[src/logic/hack_pkg.sv]
package hack_pkg;

  // one machine word serves as data, address and instruction
  typedef logic [15:0] word_t;

  // word index inside the 8K-word video RAM
  typedef logic [12:0] vram_addr_t;

  // ALU control bits in instruction order, so zx maps to instruction bit 11
  typedef struct packed {
    logic zx;
    logic nx;
    logic zy;
    logic ny;
    logic f;
    logic no;
  } alu_ctrl_t;

  // CPU memory request; load is the write strobe for the addressed word
  typedef struct packed {
    word_t address;
    word_t wdata;
    logic  load;
  } mem_req_t;

  typedef enum logic [2:0] {
    inst_fetch,
    inst_decode,
    write_back,
    mem_read,
    mem_fetch
  } cpu_state_t;

  // video RAM window in the data address map
  localparam word_t VRAM_BASE  = 16'h4000;
  localparam word_t VRAM_LIMIT = 16'h5fff;

endpackage
[src/logic/hack_cpu.sv]
`timescale 1ns/1ps

module hack_cpu (
  input  logic               clk,
  input  logic               reset,
  input  hack_pkg::word_t    instruction,
  output hack_pkg::word_t    prog_counter,
  output hack_pkg::mem_req_t mem_req,
  input  hack_pkg::word_t    rdata,
  input  logic               busy
);
  import hack_pkg::*;

  cpu_state_t state;

  // architectural registers plus a cached copy of the word at address A
  word_t a_reg;
  word_t d_reg;
  word_t m_reg;

  // operands and control captured at decode for the write_back cycle
  word_t     alu_x;
  word_t     alu_y;
  alu_ctrl_t alu_ctrl;
  logic [2:0] dest;
  logic [2:0] jmp;

  word_t alu_out;
  logic  alu_zero;
  logic  alu_neg;
  logic  alu_pos;
  logic  jump;

  // set once the video RAM port has been seen free for the pending read
  logic mem_wait;

  logic c_inst;
  logic a_sel;
  logic fast_mem;
  logic wb_ready;

  // bit 15 separates C-instructions from A-instructions
  assign c_inst = instruction[15];

  // the a bit chooses M instead of A as the second ALU operand
  assign a_sel = instruction[12];

  // anything outside the video RAM window is completed in a single cycle
  assign fast_mem = (a_reg < VRAM_BASE) || (a_reg > VRAM_LIMIT);

  // write_back may only finish once a video RAM store can reach the port
  assign wb_ready = !dest[0] || fast_mem || !busy;

  assign alu_pos = !(alu_neg || alu_zero);
  assign jump = (jmp[2] && alu_neg) || (jmp[1] && alu_zero) || (jmp[0] && alu_pos);

  // memory always sees A as the address and the ALU result as write data
  assign mem_req.address = a_reg;
  assign mem_req.wdata   = alu_out;
  assign mem_req.load    = (state == write_back) && dest[0] && (fast_mem || !busy);

  hack_alu alu0 (
    .x      (alu_x),
    .y      (alu_y),
    .ctrl   (alu_ctrl),
    .result (alu_out),
    .zero   (alu_zero),
    .neg    (alu_neg)
  );

  // decoded fields only matter in write_back, which always follows decode
  always_ff @(posedge clk) begin
    if (state == inst_decode && c_inst) begin
      alu_x    <= d_reg;
      alu_y    <= a_sel ? m_reg : a_reg;
      alu_ctrl <= alu_ctrl_t'(instruction[11:6]);
      dest     <= instruction[5:3];
      jmp      <= instruction[2:0];
    end
  end

  always_ff @(posedge clk) begin
    if (reset) begin
      state        <= inst_fetch;
      prog_counter <= '0;
      a_reg        <= '0;
      d_reg        <= '0;
      m_reg        <= '0;
      mem_wait     <= 1'b0;
    end else begin
      case (state)
        // the instruction word settles at the new program counter
        inst_fetch: begin
          state <= inst_decode;
        end

        inst_decode: begin
          if (c_inst) begin
            state <= write_back;
          end else begin
            // an A-instruction moves the address, so M has to be reloaded
            a_reg        <= instruction;
            prog_counter <= prog_counter + 16'd1;
            state        <= mem_read;
          end
        end

        write_back: begin
          if (wb_ready) begin
            if (dest[2]) begin
              a_reg <= alu_out;
            end
            if (dest[1]) begin
              d_reg <= alu_out;
            end
            // the store goes to the old A, so the cache follows it directly
            if (dest[0]) begin
              m_reg <= alu_out;
            end
            prog_counter <= jump ? a_reg : prog_counter + 16'd1;
            // a new A needs the word at the new address before going on
            state <= dest[2] ? mem_read : inst_fetch;
          end
        end

        mem_read: begin
          if (fast_mem) begin
            state <= mem_fetch;
          end else if (!mem_wait) begin
            // the address is on the port in the first cycle busy is low
            mem_wait <= !busy;
          end else begin
            // one more cycle here and the pipelined data lands in mem_fetch
            state <= mem_fetch;
          end
        end

        mem_fetch: begin
          m_reg    <= rdata;
          mem_wait <= 1'b0;
          // the next instruction is already presented, so fetch is skipped
          state    <= inst_decode;
        end

        default: begin
          state <= inst_fetch;
        end
      endcase
    end
  end

endmodule

[src/logic/hack_alu.sv]
`timescale 1ns/1ps

module hack_alu (
  input  hack_pkg::word_t     x,
  input  hack_pkg::word_t     y,
  input  hack_pkg::alu_ctrl_t ctrl,
  output hack_pkg::word_t     result,
  output logic                zero,
  output logic                neg
);
  import hack_pkg::*;

  word_t x_zeroed;
  word_t x_final;
  word_t y_zeroed;
  word_t y_final;
  word_t f_out;

  // each operand is first optionally forced to zero, then optionally inverted
  assign x_zeroed = ctrl.zx ? '0 : x;
  assign x_final  = ctrl.nx ? ~x_zeroed : x_zeroed;
  assign y_zeroed = ctrl.zy ? '0 : y;
  assign y_final  = ctrl.ny ? ~y_zeroed : y_zeroed;

  // f picks between the adder and the bitwise and
  assign f_out = ctrl.f ? (x_final + y_final) : (x_final & y_final);

  // the output inversion gives the negations and the constant -1 and 1 cases
  assign result = ctrl.no ? ~f_out : f_out;

  // flags feed the jump conditions in the CPU
  assign zero = (result == '0);

  // the sign bit marks a negative two's complement result
  assign neg = result[15];

endmodule

[config.mk]
export PLATFORM = sky130hd
export DESIGN_NAME = hack_cpu
export DESIGN_NICKNAME = d
export VERILOG_FILES = /design/src/logic/hack_pkg.sv /design/src/logic/hack_cpu.sv /design/src/logic/hack_alu.sv
export SDC_FILE = /design/constraint.sdc
export NUM_CORES = 1
export LEC_CHECK = 0
export ABC_AREA = 0
export BUFFER_PORTS_ARGS = -buffer_cell sky130_fd_sc_hd__clkbuf_2
export CORE_ASPECT_RATIO = 1.1
export CORE_MARGIN = 4
export CORE_UTILIZATION = 40
export CTS_CLUSTER_SIZE = 14
export DETAILED_ROUTE_END_ITERATION = 10
export SLEW_MARGIN = 20
export SYNTH_ARGS = -nofsm -noshare
export SYNTH_HDL_FRONTEND = slang
export SYNTH_HIERARCHICAL = 1
export SYNTH_SLANG_ARGS = --single-unit
export TNS_END_PERCENT = 30
[constraint.sdc]
create_clock -name clk -period 7.3 [get_ports clk]
set_input_delay 0 -clock clk [delete_from_list [all_inputs] [get_ports clk]]
set_output_delay 0 -clock clk [all_outputs]
set_load 0.01 [all_outputs]
==> flow_metrics.env <==
export IMPL_p_clk_frac=0.287
export IMPL_cts_resized=0
export IMPL_power_switching_uw=558
export IMPL_drive_gt1_frac=0.184
export IMPL_initial_core_util=0.408
export IMPL_dpl_hpwl_mm=12.9
export IMPL_synth_edff_count=44
export IMPL_crit_type="flip-flop to flip-flop"
export IMPL_diodes=0
export IMPL_num_nets_final=831
export IMPL_hp_class="input port to flip-flop"
export IMPL_numPortBuffers=83
export IMPL_dr_pass1_iters=5
export IMPL_fmax_mhz=175
export IMPL_drtAntennaViolNets=0
export IMPL_power_frac_comb=0.285
export IMPL_crit_path_top_delay_cell="edfxtp_1"
export IMPL_worstPathCellList="xnor2_1, ha_1, fa_1, a211oi_4, o2111a_1, a311o_1, o21ai_0, or4b_1, a221o_1, or4b_1, nor4_2, nor3b_1, o21ai_2, o21ai_0, a21oi_1, a211oi_1"
export IMPL_min_period_ns=5.70
export IMPL_area_growth_pct=15.8
export IMPL_htree_levels=3
export IMPL_finalHoldViolCount=0
export IMPL_synthTopCellsByArea="dfxtp_1 20%, edfxtp_1 20%, mux2i_1 7.9%, xnor2_1 6.3%, nor2_1 4.4%"
export IMPL_cts_root_buf="clkbuf_16"
export IMPL_drtIter0Drc=371
export IMPL_drv_slew=0
export IMPL_numClockSinks=112
export IMPL_synth_nets=746
export IMPL_endpoint_kind="flip-flop"
export IMPL_synth_flop_cell="dfxtp_1"
export IMPL_coreArea_um2=16400
export IMPL_post_cts_setup_buffer_count=0
export IMPL_viasPerCell=5.70
export IMPL_synth_top_area_frac=0.204
export IMPL_grt_pass1_vias=5518
export IMPL_synth_top_cell_by_area="dfxtp_1"
export IMPL_die_area_um2=18800
export IMPL_cap_violations=0
export IMPL_cellLeakagePower_nw=2.90
export IMPL_avgSynthCellArea_um2=9.64
export IMPL_die_h_um=144
export IMPL_rows=49
export IMPL_die_x_um=131
export IMPL_drcViolationCount=0
export IMPL_outcome="complete, no violations"
export IMPL_synth_cell_types=78
export IMPL_start_kind="flip-flop"
export IMPL_dpl_cell_area_um2=7140
export IMPL_pin_count=84
export IMPL_track_usage=0.186
export IMPL_seqPwrFrac=0.428
export IMPL_crit_required_ns=7.50
export IMPL_layout_setup_ws_ns=1.60
export IMPL_seq_area_frac_synth=0.401
export IMPL_grt_max_degree=70
export IMPL_arrival_ns=5.90
export IMPL_power_mw=1.71
export IMPL_ys_warn_count=6
export IMPL_p_sw_frac=0.326
export IMPL_post_route_period_util=0.781
export IMPL_synthCells=693
export IMPL_grt_overflow_total=0
export IMPL_grt_antenna_before_repair=0
export IMPL_place_gp_congestion=0.879
export IMPL_max_stage_delay_ns=0.92
export IMPL_cp_max_fo=19
export IMPL_fin_area_um2=7740
export IMPL_syn_cell_area_um2=6680
export IMPL_grt_pass1_wl_mm=28.5
export IMPL_synthArstFlopShare=0
export IMPL_num_vias=5624
export IMPL_peakVddDrop_mv=0.120
export IMPL_post_drt_wl_per_cell_um=18.0
export IMPL_cts_buffers=9
export IMPL_cts_tree="yes"
export IMPL_clock_skew_ns=0.00813
export IMPL_setup_viol=0
export IMPL_p_int_mw=1.15
export IMPL_whs_ns=0.00509
export IMPL_drt_wl_total_mm=17.8
export IMPL_powerDensity_nw_per_um2=221
export IMPL_cts_max_path_buffers=2
export IMPL_finalSetupTns_ns=0
export IMPL_hold_buffers=30
export IMPL_synth_seq_cells=112
export IMPL_insertion_delay_ns=0.35
export IMPL_dp_worst_setup_slack_ns=1.64
export IMPL_rsz0062_at_grt="no"
export IMPL_relSlewSlack=0.287
export IMPL_worst_pin_slew_ns=1.07
export IMPL_clk_pin_slew_worst_paths_ns=0.07
## critical path, delay by kind of cell (launching register included)
family | cells | cell delay [ns]
adders and majority gates | 2 | 0.79
AOI/OAI and AO/OA | 9 | 2.22
and+or+nand+nor | 4 | 1.45
xor gates and xnor gates | 1 | 0.16
DFF | 1 | 0.92
## placed cells by master, fill, tap and decap left out, types with 3 or more instances in the layout
cell type,synthesis,final
clkbuf_2,0,83
nor2_1,78,78
dfxtp_1,68,68
mux2i_1,53,53
xnor2_1,48,48
edfxtp_1,44,44
nand2b_1,39,39
a211oi_1,38,38
a21oi_1,38,38
dlygate4sd3_1,0,30
o21ai_0,29,29
nand2_1,24,23
mux2_2,17,17
ha_1,17,17
nor3_1,15,15
inv_1,14,14
nand3_1,11,11
clkbuf_16,0,9
nor2b_1,7,7
nand4_1,7,7
and2_1,7,7
a21o_1,6,6
a31oi_1,6,6
or3_1,5,5
o21a_1,4,4
o32ai_1,4,4
o211ai_1,4,4
nand3b_1,3,3
or2_2,3,3
nor4_1,3,3
o311ai_0,3,3
o31ai_1,3,3
clkinv_4,0,3
buf_4,8,3
## metal layers
layer | vias to the layer above | wire length, µm | global-route usage
li1 | 2691 | - | -
met1 | 2762 | 7860 | 0.239
met5 | - | 0 | 0
met4 | 0 | 323 | 0.0591
met3 | 20 | 712 | 0.0266
met2 | 151 | 8920 | 0.329
## cell type report
class	instances	area, µm²
inverter	14	52.6
timing repair buffer	116	738
fill	1506	8630
tap	204	255
clock inverter	7	72.6
multi-input combinational	525	3710
clock buffer	9	225
sequential	112	2680
## through the flow
step	utilization	cells
floorplan	-	693
detailed placement	0.436	941
global route	0.473	987
finish	0.473	987
global placement	0.436	941
CTS	0.473	987
## cell families after synthesis
kind of cell | after synthesis | synth area share
flops | 112 | 0.401
compound gates | 160 | 0.164
fa+ha+maj | 18 | 0.0348
xor+xnor | 50 | 0.0655
simple gates | 227 | 0.182
mux | 70 | 0.108
buf+inv | 56 | 0.0444
## synth_stat cells, types with 5 or more instances
cell	n
buf_6	5
and2_1	7
buf_4	8
nor2_1	78
nand2_1	24
a31oi_1	6
clkbuf_1	23
nand3_1	11
mux2i_1	53
edfxtp_1	44
ha_1	17
nand2b_1	39
a211oi_1	38
inv_1	14
dfxtp_1	68
nor3_1	15
o21ai_0	29
mux2_2	17
a21oi_1	38
a21o_1	6
xnor2_1	48
nand4_1	7
or3_1	5
nor2b_1	7
## path summary, 6_finish.rpt
path          startpoint                to  slack [ns]  cells after the start
max          alu_ctrl[4]  prog_counter[14]        1.60                     16
min             rdata[9]          m_reg[9]       0.005                      3
max reg2reg  alu_ctrl[4]  prog_counter[14]        1.60                     16
min reg2reg     d_reg[7]          alu_x[7]        0.44                      0
## power by group through the flow
stage | Clock (mW) | Sequential, mW | Combinational (mW)
floorplan | 0 | 0.730 | 0.342
global placement | 0 | 0.745 | 0.461
detailed placement | 0 | 0.747 | 0.470
CTS | 0.502 | 0.733 | 0.485
global route | 0.530 | 0.738 | 0.535
finish | 0.491 | 0.733 | 0.487
No activity file was read; power rests on OpenSTA's default activity.
